==> config.mk <==
export PLATFORM = sky130hd
export DESIGN_NAME = invsqrt_dispatch
export DESIGN_NICKNAME = d
export VERILOG_FILES = /design/src/invsqrt_pkg.sv /design/src/invsqrt_dispatch.sv
export SDC_FILE = /design/constraint.sdc
export NUM_CORES = 1
export LEC_CHECK = 0
export ABC_AREA = 1
export BUFFER_PORTS_ARGS = -buffer_cell sky130_fd_sc_hd__buf_2
export CORE_ASPECT_RATIO = 0.8
export CORE_MARGIN = 2
export CORE_UTILIZATION = 52
export CTS_CLUSTER_SIZE = 20
export DETAILED_ROUTE_END_ITERATION = 8
export PLACE_DENSITY = 0.79
export RECOVER_POWER = 25
export SLEW_MARGIN = 15
export SYNTH_ARGS = -nofsm -noshare
export SYNTH_HDL_FRONTEND = slang
export SYNTH_SLANG_ARGS = --single-unit
==> constraint.sdc <==
create_clock -name clk -period 5.7 [get_ports clk]
set_clock_uncertainty 0.2 [all_clocks]
set_input_delay 0.285 -clock clk [delete_from_list [all_inputs] [get_ports clk]]
set_output_delay 0.285 -clock clk [all_outputs]
set_load 0.005 [all_outputs]
==> src/invsqrt_pkg.sv <==
// Widths, typedefs and constants shared by the inverse square root accelerator.
// Also the AXI4-Lite address map and the write-channel state encoding.
`default_nettype none

package invsqrt_pkg;

    localparam int ADDR_W       = 8;
    localparam int FRAC_W       = 56;   // One integer bit, FRAC_W-1 fraction bits.
    localparam int SEED_ABITS   = 7;    // Exponent low bit and six fraction bits.
    localparam int LANE_STRIDE  = 16;   // Bytes of address space per lane.
    localparam int OFF_W        = $clog2(LANE_STRIDE);
    localparam int LANE_LATENCY = 5;    // Launch to result_valid, in cycles.

    typedef logic [63:0]       fp64_t;
    typedef logic [31:0]       word_t;
    typedef logic [ADDR_W-1:0] addr_t;
    typedef logic [FRAC_W-1:0] seed_t;
    typedef logic [10:0]       exp_t;

    ////////////////////
    // Address map.
    localparam addr_t             STATUS_ADDR = 8'hF0;
    localparam logic [OFF_W-1:0]  OFF_OP_LO   = 4'h0;
    localparam logic [OFF_W-1:0]  OFF_OP_HI   = 4'h4;   // Launches the lane.
    localparam logic [OFF_W-1:0]  OFF_RES_LO  = 4'h8;
    localparam logic [OFF_W-1:0]  OFF_RES_HI  = 4'hC;   // Clears the done flag.

    localparam logic [1:0] RESP_OKAY   = 2'b00;
    localparam logic [1:0] RESP_SLVERR = 2'b10;

    localparam fp64_t FP_QNAN     = 64'h7FF8_0000_0000_0001;
    localparam fp64_t FP_POS_INF  = 64'h7FF0_0000_0000_0000;
    localparam fp64_t FP_POS_ZERO = 64'h0000_0000_0000_0000;

    typedef enum logic {WR_IDLE, WR_RESP} wr_state_t;

endpackage

`default_nettype wire

==> src/invsqrt_dispatch.sv <==
// AXI4-Lite write channel, per-lane operand assembly and lane launch.
`timescale 1ns/10ps
`default_nettype none

module invsqrt_dispatch #(
    parameter int NUM_LANES = 4
) (
    input  logic                     clk,
    input  logic                     rst_n,
    input  invsqrt_pkg::addr_t       awaddr,
    input  logic                     awvalid,
    output logic                     awready,
    input  invsqrt_pkg::word_t       wdata,
    input  logic                     wvalid,
    output logic                     wready,
    output logic [1:0]               bresp,
    output logic                     bvalid,
    input  logic                     bready,
    output logic [NUM_LANES-1:0]     launch,
    output logic [NUM_LANES*64-1:0]  operand
);

    localparam int OFF_W  = invsqrt_pkg::OFF_W;
    localparam int LANE_W = invsqrt_pkg::ADDR_W - OFF_W;

    invsqrt_pkg::wr_state_t state;
    invsqrt_pkg::word_t     lo_word [NUM_LANES];
    logic [LANE_W-1:0]      wr_lane;
    logic [OFF_W-1:0]       wr_off;
    logic [NUM_LANES-1:0]   wr_sel;
    logic                   wr_lo;
    logic                   wr_hi;
    logic                   wr_ok;
    logic                   take;

    assign wr_lane = awaddr[invsqrt_pkg::ADDR_W-1:OFF_W];
    assign wr_off  = awaddr[OFF_W-1:0];

    always_comb begin
        for (int i = 0; i < NUM_LANES; i++) begin
            wr_sel[i] = (wr_lane == LANE_W'(i));
        end
    end

    assign wr_lo   = (wr_off == invsqrt_pkg::OFF_OP_LO);
    assign wr_hi   = (wr_off == invsqrt_pkg::OFF_OP_HI);
    assign wr_ok   = (|wr_sel) && (wr_lo || wr_hi);    // Result offsets are read only.
    assign take    = (state == invsqrt_pkg::WR_IDLE) && awvalid && wvalid;
    assign awready = take;
    assign wready  = take;
    assign bvalid  = (state == invsqrt_pkg::WR_RESP);

    always_ff @(posedge clk) begin
        if (!rst_n) begin
            state  <= invsqrt_pkg::WR_IDLE;
            bresp  <= invsqrt_pkg::RESP_OKAY;
            launch <= '0;
        end else begin
            launch <= (take && wr_hi) ? wr_sel : '0;    // One-cycle pulse.
            case (state)
                invsqrt_pkg::WR_IDLE: begin
                    if (take) begin
                        state <= invsqrt_pkg::WR_RESP;
                        bresp <= wr_ok ? invsqrt_pkg::RESP_OKAY : invsqrt_pkg::RESP_SLVERR;
                    end
                end
                default: begin
                    if (bready) state <= invsqrt_pkg::WR_IDLE;
                end
            endcase
        end
    end

    // Low word waits here until the high word arrives.
    always_ff @(posedge clk) begin
        for (int i = 0; i < NUM_LANES; i++) begin
            if (take && wr_sel[i] && wr_lo) lo_word[i] <= wdata;
            if (take && wr_sel[i] && wr_hi) operand[i*64 +: 64] <= {wdata, lo_word[i]};
        end
    end

endmodule

`default_nettype wire

# == After elaboration in Yosys (flattened, before gate mapping) ==
# Memories as Yosys holds them, arrays and structs flattened. A register that Yosys moved wholly into a read port is not among the register bits.
# Index checks and enable logic that the tools add are counted.
# word_totals
input_bits,45
wordCells,59
mem_bits_rw,128
reg_bits,263
n_memories,1
out_inout_bits,265
# mem_list
memory,words,word_bits,rd,rd_ports_with_merged_regs,wr,line_no,source
lo_word,4,32,4,4,1,invsqrt_dispatch.sv:27,invsqrt_pkg::word_t lo_word [NUM_LANES];
# op_classes
eq_ne,4
n_mux,21
n_reduce_logical,25
n_bitwise,1
# op_table
op,n
$mux 32,3
$reduce_or 32->1,3
$logic_and 1x1->1,16
$mux 1,14
$eq 4x2->1 const B,2
$logic_not 4->1,2
$mux 2,4
$eq 4x1->1 const B,1
$eq 4x3->1 const B,1
$reduce_and 2->1,2
$reduce_or 4->1,1
$logic_or 1x1->1,1
$not 1->1,1

# == Depth between registers and ports, before layout ==
# logic_depth
ltp_word,11
depth_mapped,5
ltp_nobuf,5

# == Worst setup path after synthesis ==
# OpenSTA, ideal clock, no wires.
# synth_timing
path_kind,register to register
from,"reg state, in the netlist bvalid"
to,"reg operand[0] (read register of lo_word), enable pin"
path_buffers,0
required_time_ps,5014
setup_time_ps,486
period_less_slack_ps,4021
t_arrival_ps,3335
setup_slack_ps,1679
stages_incl_launch_ff,6
path_cell_list,dfxtp_1 -> inv_2 -> nand3_2 -> nor2_2 -> nand2_1 -> nor2_1
# synth_between
elab_chain_cells,5
# synth_lines
element,line_no,source
from (decl),invsqrt_dispatch.sv:26,invsqrt_pkg::wr_state_t state;
from (signal assigned),invsqrt_dispatch.sv:55,state <= invsqrt_pkg::WR_IDLE;
from (signal assigned),invsqrt_dispatch.sv:63,state <= invsqrt_pkg::WR_RESP;
from (signal assigned),invsqrt_dispatch.sv:68,if (bready) state <= invsqrt_pkg::WR_IDLE;
$not 1->1 (no source line),n/a,
$logic_and 1x1->1 (2 in a row),invsqrt_dispatch.sv:48,assign take = (state == invsqrt_pkg::WR_IDLE) && awvalid && wvalid;
$logic_and 1x1->1 (2 in a row),invsqrt_dispatch.sv:78,"if (take && wr_sel[i] && wr_hi) operand[i*64 +: 64] <= {wdata, lo_word[i]};"
to (decl),invsqrt_dispatch.sv:20,output logic [NUM_LANES*64-1:0] operand
# Every way passes these cells.
# A chain may end at the register's enable or synchronous reset.

# == Worst setup path in the final report ==
# layout_timing
from,in awaddr[1]
to,"reg operand[154] (read register of lo_word), enable pin"
# layout_between
elab_chain_cells,2
# layout_lines
element,line_no,source
from (decl),invsqrt_dispatch.sv:10,"input invsqrt_pkg::addr_t awaddr,"
$eq 4x3->1,invsqrt_dispatch.sv:46,assign wr_hi = (wr_off == invsqrt_pkg::OFF_OP_HI);
$logic_and 1x1->1,invsqrt_dispatch.sv:78,
# Every way passes these cells.

==> run metrics <==
status=finished, final reports clean; number of enable flip-flop cells after synthesis=384; Finished Layout Cells=approximately 1,200; largest net degree at the start of global routing=36; post-synth top area share=97.2%; clock buffer depth=3; WL/cell=20.7 um; Sw Share=18.0%; Placed Area=13,900 um^2; compound-cell area share of the yosys netlist=less than 1%; clock power share=42.8%; CP startpoint kind=primary input; critical path arrival=between 3 and 4 ns; top_reg_cell synth=edfxtp_1; main combinational cell family by area after synthesis=simple AND/OR/NAND/NOR gates; core footprint=22,400 um^2; simple-gate area share of the yosys netlist=1.37%; Hold Path Class=in2reg; multiplexer area fraction after synthesis=0%; total CTS buffers=37; design internal power=about 4.6 mW; Distinct cells, synth=13; critical path class=in2reg; Yosys reg bits=390; initial antenna violation count=0; Tcrit/Tclk final=54.2%; Die W=173 um; fmax=between 300 and 400 MHz; synth warn=0; I/O pin count=between 300 and 400; Via density=4.90; Worst VDD drop=0.337 mV; drt pass-1 iters=5; Ant. Diodes=0; number of global-route vias before repair=a little under 6,000; Psw=1.01 mW; nets=878; power density cells=360 nW/um^2; Fin. Hold Viols=0; fin. max-slew vios=0; Row Count=49; Placer Congestion=0.844; design area=15,600 um^2; Avg Cell Area, Syn=27.2 um^2; CTS tree=done; Vias=approximately 5,700; Syn Inst Count=~440; power share of the sequential group=55.9%; setup TNS=0 ns; initial DRC count=approximately 420; Reg clk slew, reported paths=0.06 ns; grt ovf=0; post-synthesis sequential area ratio=98.2%; placed insts=about 1,100; DRC Markers=0; Initial Utilization=52.9%; first-pass GRT wire length=35,000 um; Rel. slew slack=23.9%; Port Buffers=between 300 and 400; H-tree Lvls=2; Die Ht=139 um; RSZ-0062 raised after global routing=no; Setup violations, final=0; CTS Sinks=390; post-route ant nets=0; die footprint=24,000 um^2; post-cts resize count=0; Synth top cells by count=edfxtp_1 (384), nor2_1 (16), nand2_1 (10); Gate power share=1.4%; Post-Syn Area=roughly 12,000 um^2; clock latency at the later pin of the worst-skew pair=slightly below 0.5 ns; fraction of registers with async set/reset=0%; hpwl dp=13,900 um; GRT Total Usage=19.8%; share of layout cells above drive strength 1=42.8%; Leak Pwr=5.60 nW; worst endpoint required time=about 5.6 ns; P&R area growth vs syn=31.6%; final worst path period need=3.09 ns; XOR/XNOR Fraction of Synth Area=0%; top cells by area, synth=edfxtp_1 (97%), dfxtp_1 (1.0%), nor2_1 (0.51%); crit end category=register; largest area contributor in the netlist=edfxtp_1; Adder-Cell Fraction of Synth Area=0%; Max FO, Critical Path=33; count leader, synth=edfxtp_1; max cap viols=0; clock root buffer=clkbuf_16; net count after synthesis=481; Worst Max-Slew Pin Slew=between 1 and 1.5 ns; Total Wirelength=around 24,000 um
logic make-up after synthesis:
kind of cell / count (synthesis)
DFF: 390
and+or+nand+nor: 36
buffers and inverters: 8
AOI/OAI and AO/OA: 1
other: 1
timing repair:
action,CTS,global route
buffers inserted,0,0
hold buffers,42,0
endpoints found under the hold margin,262,0
area by class of cell:
class / count / area, um^2
Clock buffer: 47 / 1010
Clock inverter: 19 / 209
Fill cell: 1377 / 6830
Inverter: 6 / 22.5
Multi-Input combinational cell: 38 / 234
Sequential cell: 390 / 11700
Tap cell: 306 / 383
Timing Repair Buffer: 360 / 2100
power groups by stage:
stage	logic [mW]	registers (mW)	clock network [mW]
after floorplan	0.00851	3.20	0
final	0.0770	3.13	2.40
after detailed placement	0.0549	3.20	0
after global placement	0.0531	3.20	0
after global routing	0.0832	3.13	2.55
after CTS	0.0759	3.13	2.44
worst paths after layout:
check / start / endpoint / slack [ns] / cells after the start
setup / recovery: awaddr[1] / operand[154]$_DFFE_PP_ / 2.61 / 6
setup reg to reg: bvalid$_SDFF_PN0_ / operand[154]$_DFFE_PP_ / 2.82 / 6
hold / removal: awaddr[5] / launch[0]$_SDFF_PN0_ / 0.05 / 4
hold reg to reg: lo_word[0][8]$_DFFE_PP_ / operand[8]$_DFFE_PP_ / 0.20 / 0
cells in the final DEF (no fill, tap or decap):
cell and n:
buf_16 2, clkinv_8 1, dfxtp_1 6, clkbuf_1 26
bufinv_16 4, clkinv_1 7, nor2_1 8, inv_2 1
edfxtp_1 384, o21a_1 1, clkinv_2 4, conb_1 1
nor2_2 7, inv_1 5, nor2_4 8, clkbuf_16 39
nand3_2 1, buf_2 290, buf_4 4, nand4_1 1
clkinv_4 2, nand3_1 1, nand2_1 10, inv_6 1
dlygate4sd3_1 42, buf_12 4
state kept, by name (all words and copies together) (netlist names):
register and flops:
bresp 1, bvalid 1, launch 4, lo_word 128, operand 256
routing by layer:
metal,GRT usage (%),wire [um],vias to the layer above
met5,0,0,-
met4,5.80,397,0
met3,6.99,2300,40
met2,32.2,11600,305
met1,25.5,9810,2843
li1,-,-,2528
through the flow:
stage | utilization [%] | setup WS [ns] | power [mW] | hold slack, ns
after global routing | 69.6 | 2.46 | 5.77 | 0.0483
final | 69.6 | 2.61 | 5.61 | 0.0529
after CTS | 69.1 | 2.62 | 5.66 | 0.0178
after floorplan | - | 1.68 | 3.21 | 0.184
after detailed placement | 61.8 | 2.61 | 3.25 | 0.205
after global placement | 61.8 | 2.70 | 3.25 | 0.201
worst max-delay path, stage by stage:
cell           delay [ns]
dlygate4sd3_1        0.52
buf_2                0.13
nor2_2               0.16
nand3_1              0.33
nor2_4               0.99
buf_4                0.58
No activity file was read; power rests on OpenSTA's default activity.
