$ cat config.mk
export PLATFORM = sky130hd
export DESIGN_NAME = invsqrt_collect
export DESIGN_NICKNAME = d
export VERILOG_FILES = /design/src/invsqrt_pkg.sv /design/src/invsqrt_collect.sv
export SDC_FILE = /design/constraint.sdc
export NUM_CORES = 1
export LEC_CHECK = 0
export BUFFER_PORTS_ARGS = -buffer_cell sky130_fd_sc_hd__buf_2
export CORE_ASPECT_RATIO = 0.75
export CORE_MARGIN = 2
export CORE_UTILIZATION = 50
export CTS_BUF_LIST = sky130_fd_sc_hd__clkbuf_2
export CTS_CLUSTER_DIAMETER = 30
export DETAILED_ROUTE_END_ITERATION = 7
export MAX_ROUTING_LAYER = met4
export PLACE_DENSITY = 0.84
export SETUP_SLACK_MARGIN = 0.3
export SLEW_MARGIN = 10
export SYNTH_ARGS = -nofsm -noshare
export SYNTH_HDL_FRONTEND = slang
export SYNTH_SLANG_ARGS = --single-unit
$ cat constraint.sdc
create_clock -name clk -period 2.9 [get_ports clk]
set_clock_uncertainty 0.1 [all_clocks]
set_input_delay 0.725 -clock clk [delete_from_list [all_inputs] [get_ports clk]]
set_output_delay 0.725 -clock clk [all_outputs]
set_load 0.01 [all_outputs]
$ cat src/invsqrt_pkg.sv
// Widths, typedefs and constants shared by the inverse square root accelerator.
// Also the AXI4-Lite address map and the write-channel state encoding.
`default_nettype none

package invsqrt_pkg;

    localparam int ADDR_W       = 8;
    localparam int FRAC_W       = 56;   // One integer bit, FRAC_W-1 fraction bits.
    localparam int SEED_ABITS   = 7;    // Exponent low bit and six fraction bits.
    localparam int LANE_STRIDE  = 16;   // Bytes of address space per lane.
    localparam int OFF_W        = $clog2(LANE_STRIDE);
    localparam int LANE_LATENCY = 5;    // Launch to result_valid, in cycles.

    typedef logic [63:0]       fp64_t;
    typedef logic [31:0]       word_t;
    typedef logic [ADDR_W-1:0] addr_t;
    typedef logic [FRAC_W-1:0] seed_t;
    typedef logic [10:0]       exp_t;

    ////////////////////
    // Address map.
    localparam addr_t             STATUS_ADDR = 8'hF0;
    localparam logic [OFF_W-1:0]  OFF_OP_LO   = 4'h0;
    localparam logic [OFF_W-1:0]  OFF_OP_HI   = 4'h4;   // Launches the lane.
    localparam logic [OFF_W-1:0]  OFF_RES_LO  = 4'h8;
    localparam logic [OFF_W-1:0]  OFF_RES_HI  = 4'hC;   // Clears the done flag.

    localparam logic [1:0] RESP_OKAY   = 2'b00;
    localparam logic [1:0] RESP_SLVERR = 2'b10;

    localparam fp64_t FP_QNAN     = 64'h7FF8_0000_0000_0001;
    localparam fp64_t FP_POS_INF  = 64'h7FF0_0000_0000_0000;
    localparam fp64_t FP_POS_ZERO = 64'h0000_0000_0000_0000;

    typedef enum logic {WR_IDLE, WR_RESP} wr_state_t;

endpackage

`default_nettype wire

$ cat src/invsqrt_collect.sv
// Per-lane result capture and done flags.
// AXI4-Lite read channel with the status word.
`timescale 1ns/10ps
`default_nettype none

module invsqrt_collect #(
    parameter int NUM_LANES = 4
) (
    input  logic                     clk,
    input  logic                     rst_n,
    input  logic [NUM_LANES-1:0]     result_valid,
    input  logic [NUM_LANES*64-1:0]  result,
    input  invsqrt_pkg::addr_t       araddr,
    input  logic                     arvalid,
    output logic                     arready,
    output invsqrt_pkg::word_t       rdata,
    output logic [1:0]               rresp,
    output logic                     rvalid,
    input  logic                     rready
);

    localparam int OFF_W  = invsqrt_pkg::OFF_W;
    localparam int LANE_W = invsqrt_pkg::ADDR_W - OFF_W;

    invsqrt_pkg::fp64_t   res_q [NUM_LANES];
    logic [NUM_LANES-1:0] done;
    logic [LANE_W-1:0]    rd_lane;
    logic [OFF_W-1:0]     rd_off;
    logic [NUM_LANES-1:0] rd_clear;
    invsqrt_pkg::word_t   rd_value;
    logic                 rd_take;

    assign rd_lane = araddr[invsqrt_pkg::ADDR_W-1:OFF_W];
    assign rd_off  = araddr[OFF_W-1:0];
    assign rd_take = arvalid && !rvalid;
    assign arready = rd_take;
    assign rresp   = invsqrt_pkg::RESP_OKAY;     // Unmapped reads return zero.

    ////////////////////
    // Read decode.
    always_comb begin
        rd_value = '0;
        rd_clear = '0;
        if (araddr == invsqrt_pkg::STATUS_ADDR) begin
            rd_value = invsqrt_pkg::word_t'(done);
        end
        for (int i = 0; i < NUM_LANES; i++) begin
            if (rd_lane == LANE_W'(i)) begin
                if (rd_off == invsqrt_pkg::OFF_RES_LO) begin
                    rd_value = res_q[i][31:0];
                end
                if (rd_off == invsqrt_pkg::OFF_RES_HI) begin
                    rd_value    = res_q[i][63:32];
                    rd_clear[i] = 1'b1;     // High word read retires the result.
                end
            end
        end
    end

    always_ff @(posedge clk) begin
        if (!rst_n) begin
            rvalid <= 1'b0;
            done   <= '0;
            for (int i = 0; i < NUM_LANES; i++) begin
                res_q[i] <= '0;
            end
        end else begin
            if (rd_take) begin
                rvalid <= 1'b1;
            end else if (rready) begin
                rvalid <= 1'b0;
            end
            for (int i = 0; i < NUM_LANES; i++) begin
                if (result_valid[i]) begin  // New result wins over a clear.
                    res_q[i] <= result[i*64 +: 64];
                    done[i]  <= 1'b1;
                end else if (rd_take && rd_clear[i]) begin
                    done[i] <= 1'b0;
                end
            end
        end
    end

    always_ff @(posedge clk) begin
        if (rd_take) rdata <= rd_value;
    end

endmodule

`default_nettype wire

After elaboration in Yosys (flattened, before gate mapping)
Memories as Yosys holds them, arrays and structs flattened.
Index checks and enable logic that the tools add are counted.
{"block": "word_totals", "wordCells": 74, "input_bits": 272, "mem_count": 1, "regBits": 37, "ram_bits": 256, "out_inout_bits": 36}
{"block": "op_classes", "reduce_logical": 12, "mux": 45, "eq_ne": 6, "bitwise_logic": 4}
{"name": "res_q", "words": 4, "word_bits": 64, "rd": 4, "rd_clocked_by_memory_dff": 0, "write_ports": 4, "line": "invsqrt_collect.sv:25", "rtl": "invsqrt_pkg::fp64_t res_q [NUM_LANES];"}
{"operator": "32-bit 2-to-1 mux", "n": 12}
{"operator": "64-bit 2-to-1 mux", "n": 4}
{"operator": "1-bit 2-to-1 mux", "n": 28}
{"operator": "2-bit nonzero test", "n": 5}
{"operator": "4-bit by 2-bit equality test with 1-bit output, second input constant", "n": 2}
{"operator": "4-bit equality test, second input constant", "n": 2}
{"operator": "8-bit equality test, second input constant", "n": 1}
{"operator": "1-bit logical AND", "n": 5}
{"operator": "4-bit by 1-bit equality test with 1-bit output, second input constant", "n": 1}
{"operator": "4-bit logical NOT", "n": 1}
{"operator": "4-bit 2-to-1 mux", "n": 1}
{"operator": "1-bit OR", "n": 4}
{"operator": "1-bit logical NOT", "n": 1}

Logic depth before layout (Yosys ltp)
{"block": "logic_depth", "depth_word": 14, "mapped_depth": 7, "ltp_nobuf": 4}

Least setup slack after synthesis
OpenSTA, ideal clock, no wires.
{"block": "synth_path", "path_type": "in2reg", "startpoint": "in arvalid", "endpoint": "reg done[2]", "path_stages": 4, "n_path_buf": 0, "arrival_ns": 2.976, "path_slack_ns": -0.290, "setup_ns": 0.115, "required_ns": 2.685, "cell_sequence": "nor2b_1 and3_1 a21boi_0 o21a_1"}
{"block": "synth_via", "elab_chain_len": 3}
{"item": "start: declaration", "line": "invsqrt_collect.sv:14", "rtl": "input logic arvalid,"}
{"item": "1-bit logical AND", "line": "invsqrt_collect.sv:35", "rtl": "assign rd_take = arvalid && !rvalid;"}
{"item": "1-bit logical AND", "line": "invsqrt_collect.sv:77", "rtl": "end else if (rd_take && rd_clear[i]) begin"}
{"item": "2-bit nonzero test (no source line)"}
{"item": "end signal: assignment", "line": "invsqrt_collect.sv:63", "rtl": "done <= '0;"}
{"item": "end signal: indexed assignment", "line": "invsqrt_collect.sv:76", "rtl": "done[i] <= 1'b1;"}
{"item": "end signal: indexed assignment", "line": "invsqrt_collect.sv:78", "rtl": "done[i] <= 1'b0;"}
{"item": "end: declaration", "line": "invsqrt_collect.sv:26", "rtl": "logic [NUM_LANES-1:0] done;"}
Every way passes these cells.
A chain may end at the register's enable or synchronous reset.

Worst setup path after layout
{"block": "layout_path", "startpoint": "reg rvalid", "endpoint": "out arready"}
{"block": "layout_via", "elab_chain_len": 2}
{"item": "start: declaration", "line": "invsqrt_collect.sv:18", "rtl": "output logic rvalid,"}
{"item": "start signal: assignment", "line": "invsqrt_collect.sv:62", "rtl": "rvalid <= 1'b0;"}
{"item": "start signal: assignment", "line": "invsqrt_collect.sv:69", "rtl": "rvalid <= 1'b1;"}
{"item": "start signal: assignment", "line": "invsqrt_collect.sv:71", "rtl": "rvalid <= 1'b0;"}
{"item": "1-bit logical NOT", "line": "invsqrt_collect.sv:35"}
{"item": "1-bit logical AND", "line": "invsqrt_collect.sv:35"}
{"item": "end: declaration", "line": "invsqrt_collect.sv:15", "rtl": "output logic arready,"}
Every way passes these cells.

==> summary.md <==
| Metric | Value |
|---|---|
| Final worst path period need | 2.41 ns |
| Die height | 144 um |
| Worst-path cell chain | nor2b_4 > buf_2 |
| Vias per inst | 5.64 |
| Worst r2r src | rvalid |
| Cell Area, Synth | 13000 um2 |
| P_leak | 7.13 nW |
| CP Launch Type | register |
| CTS clk-pin slew, worst paths | 0.11 ns |
| Fmax | 415 MHz |
| GRT Residual Overflow | 0 |
| Max_slew headroom | 42.4% |
| Slack of the critical path | 0.492 ns |
| Largest net degree at the start of global routing | 90 |
| Htree depth | 3 |
| Max Cap Violations | 0 |
| Count leader, synth | edfxtp_1 |
| Sink Count | 293 |
| VDD IR max | 0.277 mV |
| Drt drc | 0 |
| Final hold vios | 0 |
| Met3 Track Usage GR | 6.28% |
| CTS root buf | clkbuf_2 |
| Post-synthesis sequential area ratio | 67.2% |
| Rows | 51 |
| RSZ-0062 raised after global routing | no |
| Synth top area share | 66.4% |
| Number of distinct library cells after synthesis | 48 |
| Global routing usage on met1 | 32.8% |
| NumNets Final | 1467 |
| Peak-usage layer in the global routing report | met2 |
| Vias in the first global route | 8945 |
| CP max-delay cell | dfxtp_1 |
| First-pass GRT wire length | 51.0 mm |
| DPL Wire Length | 24.3 mm |
| Multi-input logic area | 3870 um2 |
| Post_cts resized | 0 |
| Initial antenna violation count | 3 |
| Critical setup path kind | reg2out |
| Number of synthesized flops with an enable pin | 288 |
| Worst hold start | result[127] |
| Clock buffer depth | 3 |
| Crit. Startpoint | rvalid |
| P per Cell Area | 554 nW/um2 |
| Total power | 8.59 mW |
| 1st-iter DRT viols | 706 |
| Die area | 27400 um2 |
| Core Area | 25800 um2 |
| GPL Wtd Cong | 0.902 |
| Delay-heaviest family, CP | flip-flops |
| Num ports | 308 |
| Port bufs | 305 |
| WL final | 35.0 mm |
| Worst Tran Pin Value | 0.865 ns |
| Tightest Hold Check Type | in2reg |
| Final slew viol count | 0 |
| Share of cells above drive strength 1 | 39.6% |
| Critical path buffer and inverter count | 1 |
| Yosys reg bits | 293 |
| WL/cell | 21.9 um |
| CP Capture Type | output port |
| Worst slack at placement | 0.407 ns |
| Max FO, Critical Path | 4 |
| Crit path arrival time | 1.58 ns |
| Mapped Cells | 871 |
| TNS Setup | 0 ns |
| Top_reg_cell synth | edfxtp_1 |
| Area leader, netlist | edfxtp_1 |
| CP max stage delay | 0.37 ns |
| DR vias | 8986 |
| Fill count | 2065 |
| Register area | 8750 um2 |
| Run status | complete, no violations |
| Dpl cells | 1463 |
| Clk_lat worst skew | 0.83 ns |
| Setup violators final | 0 |
| TritonCTS Buffers | 73 |
| Die width | 190 um |
| GRT Util Overall | 26.3% |
| Asr flop ratio synth | 0% |
| Non-filler instance count after layout | 1594 |
| Most common library cells after synthesis | 288 x edfxtp_1, 258 x and3_1, 58 x clkbuf_1 |
| Final ANT Viol Nets | 0 |
| Initial Utilization | 50.5% |
| Area delta synth->final | 19.1% |
| CTS tree | done |
| Fin crit share | 83.0% |
| Drt pass-1 iters | 5 |
| CP required | 2.08 ns |
| Largest cells by area after synthesis | edfxtp_1 66%, and3_1 12%, mux4_2 5.9% |
| GR Layer Usage met2 | 42.5% |
| Syn_area_per_cell | 15.0 um2 |
| Ys Warns | 0 |
placed cells by master, fill, tap and decap left out, types with 2 or more instances in the layout:
cell | netlist | final
buf_2 | 12 | 303
edfxtp_1 | 288 | 288
and3_1 | 258 | 258
clkbuf_2 | 0 | 108
mux2i_1 | 38 | 38
mux4_2 | 34 | 34
buf_4 | 7 | 26
a211oi_1 | 19 | 19
nor2_1 | 18 | 18
nor2b_1 | 18 | 17
a2111oi_1 | 16 | 16
a21oi_1 | 16 | 16
clkinv_1 | 0 | 12
nand2_1 | 10 | 10
diode_2 | 0 | 7
a22oi_1 | 6 | 6
nor3_1 | 5 | 5
o22ai_1 | 5 | 5
dfxtp_1 | 5 | 5
buf_12 | 1 | 5
nand2b_4 | 0 | 4
o21a_1 | 4 | 4
nand2b_1 | 7 | 3
o221ai_1 | 3 | 3
a221oi_1 | 3 | 3
o21ai_1 | 3 | 3
a21boi_0 | 3 | 3
o21ai_0 | 2 | 2
mux2_2 | 2 | 2
conb_1 | 1 | 2
inv_2 | 0 | 2
buf_6 | 5 | 2
path summary, 6_finish.rpt:
kind,to,slack [ns],cells after the start
min,res_q[1][63],0.1,2
max reg2reg,done[1],1.21,5
max,arready,0.49,2
min reg2reg,rdata[1],0.46,2
kinds of logic after synthesis:
logic type	count (synthesis)	synth area share, %
and+or+nand+nor	326	15.3
muxes	74	8.97
DFF	293	67.2
buffers and inverters	90	3.50
AOI/OAI and AO/OA	87	5.02
other	1	0.0288
sequential cells by signal (all words and copies together) (netlist names):
register,cells
res_q,256
rdata,32
done,4
rvalid,1
per-layer routing:
metal / up-vias / routed length, um
met3: 60 / 3250
met1: 4324 / 13700
li1: 4153 / -
met5: - / 0
met4: 0 / 820
met2: 449 / 17200
final cells by class:
| type | instances | area share, % |
|---|---|---|
| Antenna cell | 7 | 0.113 |
| Clock buffer | 108 | 3.48 |
| Clock inverter | 15 | 0.371 |
| Inverter | 1 | 0.0242 |
| Multi-Input combinational cell | 489 | 24.9 |
| Sequential cell | 293 | 56.4 |
| Tap cell | 344 | 2.77 |
| Timing Repair Buffer | 337 | 11.9 |
metrics by stage:
stage          cell area (um2)  utilization (%)  hold WS [ns]
2_1_floorplan            13000                -         0.403
3_3_place_gp             14900             57.7         0.423
3_5_place_dp             14900             57.7         0.431
4_1_cts                  15500             60.1       0.00261
5_1_grt                  15500             60.1        0.0163
6_report                 15500             60.2        0.0955
worst register-to-register path: cells and delay by family (launching register included):
kind	cells	cell delay, ns
AND/OR/NAND/NOR	2	0.51
flip-flops	1	0.37
buffers and inverters	1	0.32
AO/OA/AOI/OAI	2	0.29
report_power, final:
part | switching, mW | internal [mW]
combinational | 0.494 | 0.418
clock | 1.59 | 0.978
sequential | 0.111 | 5.00
what timing repair did:
action | 4_1_cts | 5_1_grt
hold buffers | 1 | 0
hold endpoints to repair | 1 | 0
setup endpoints to repair | 0 | 0
setup buffers | 0 | 0
Power figures use the tool's default switching activity.
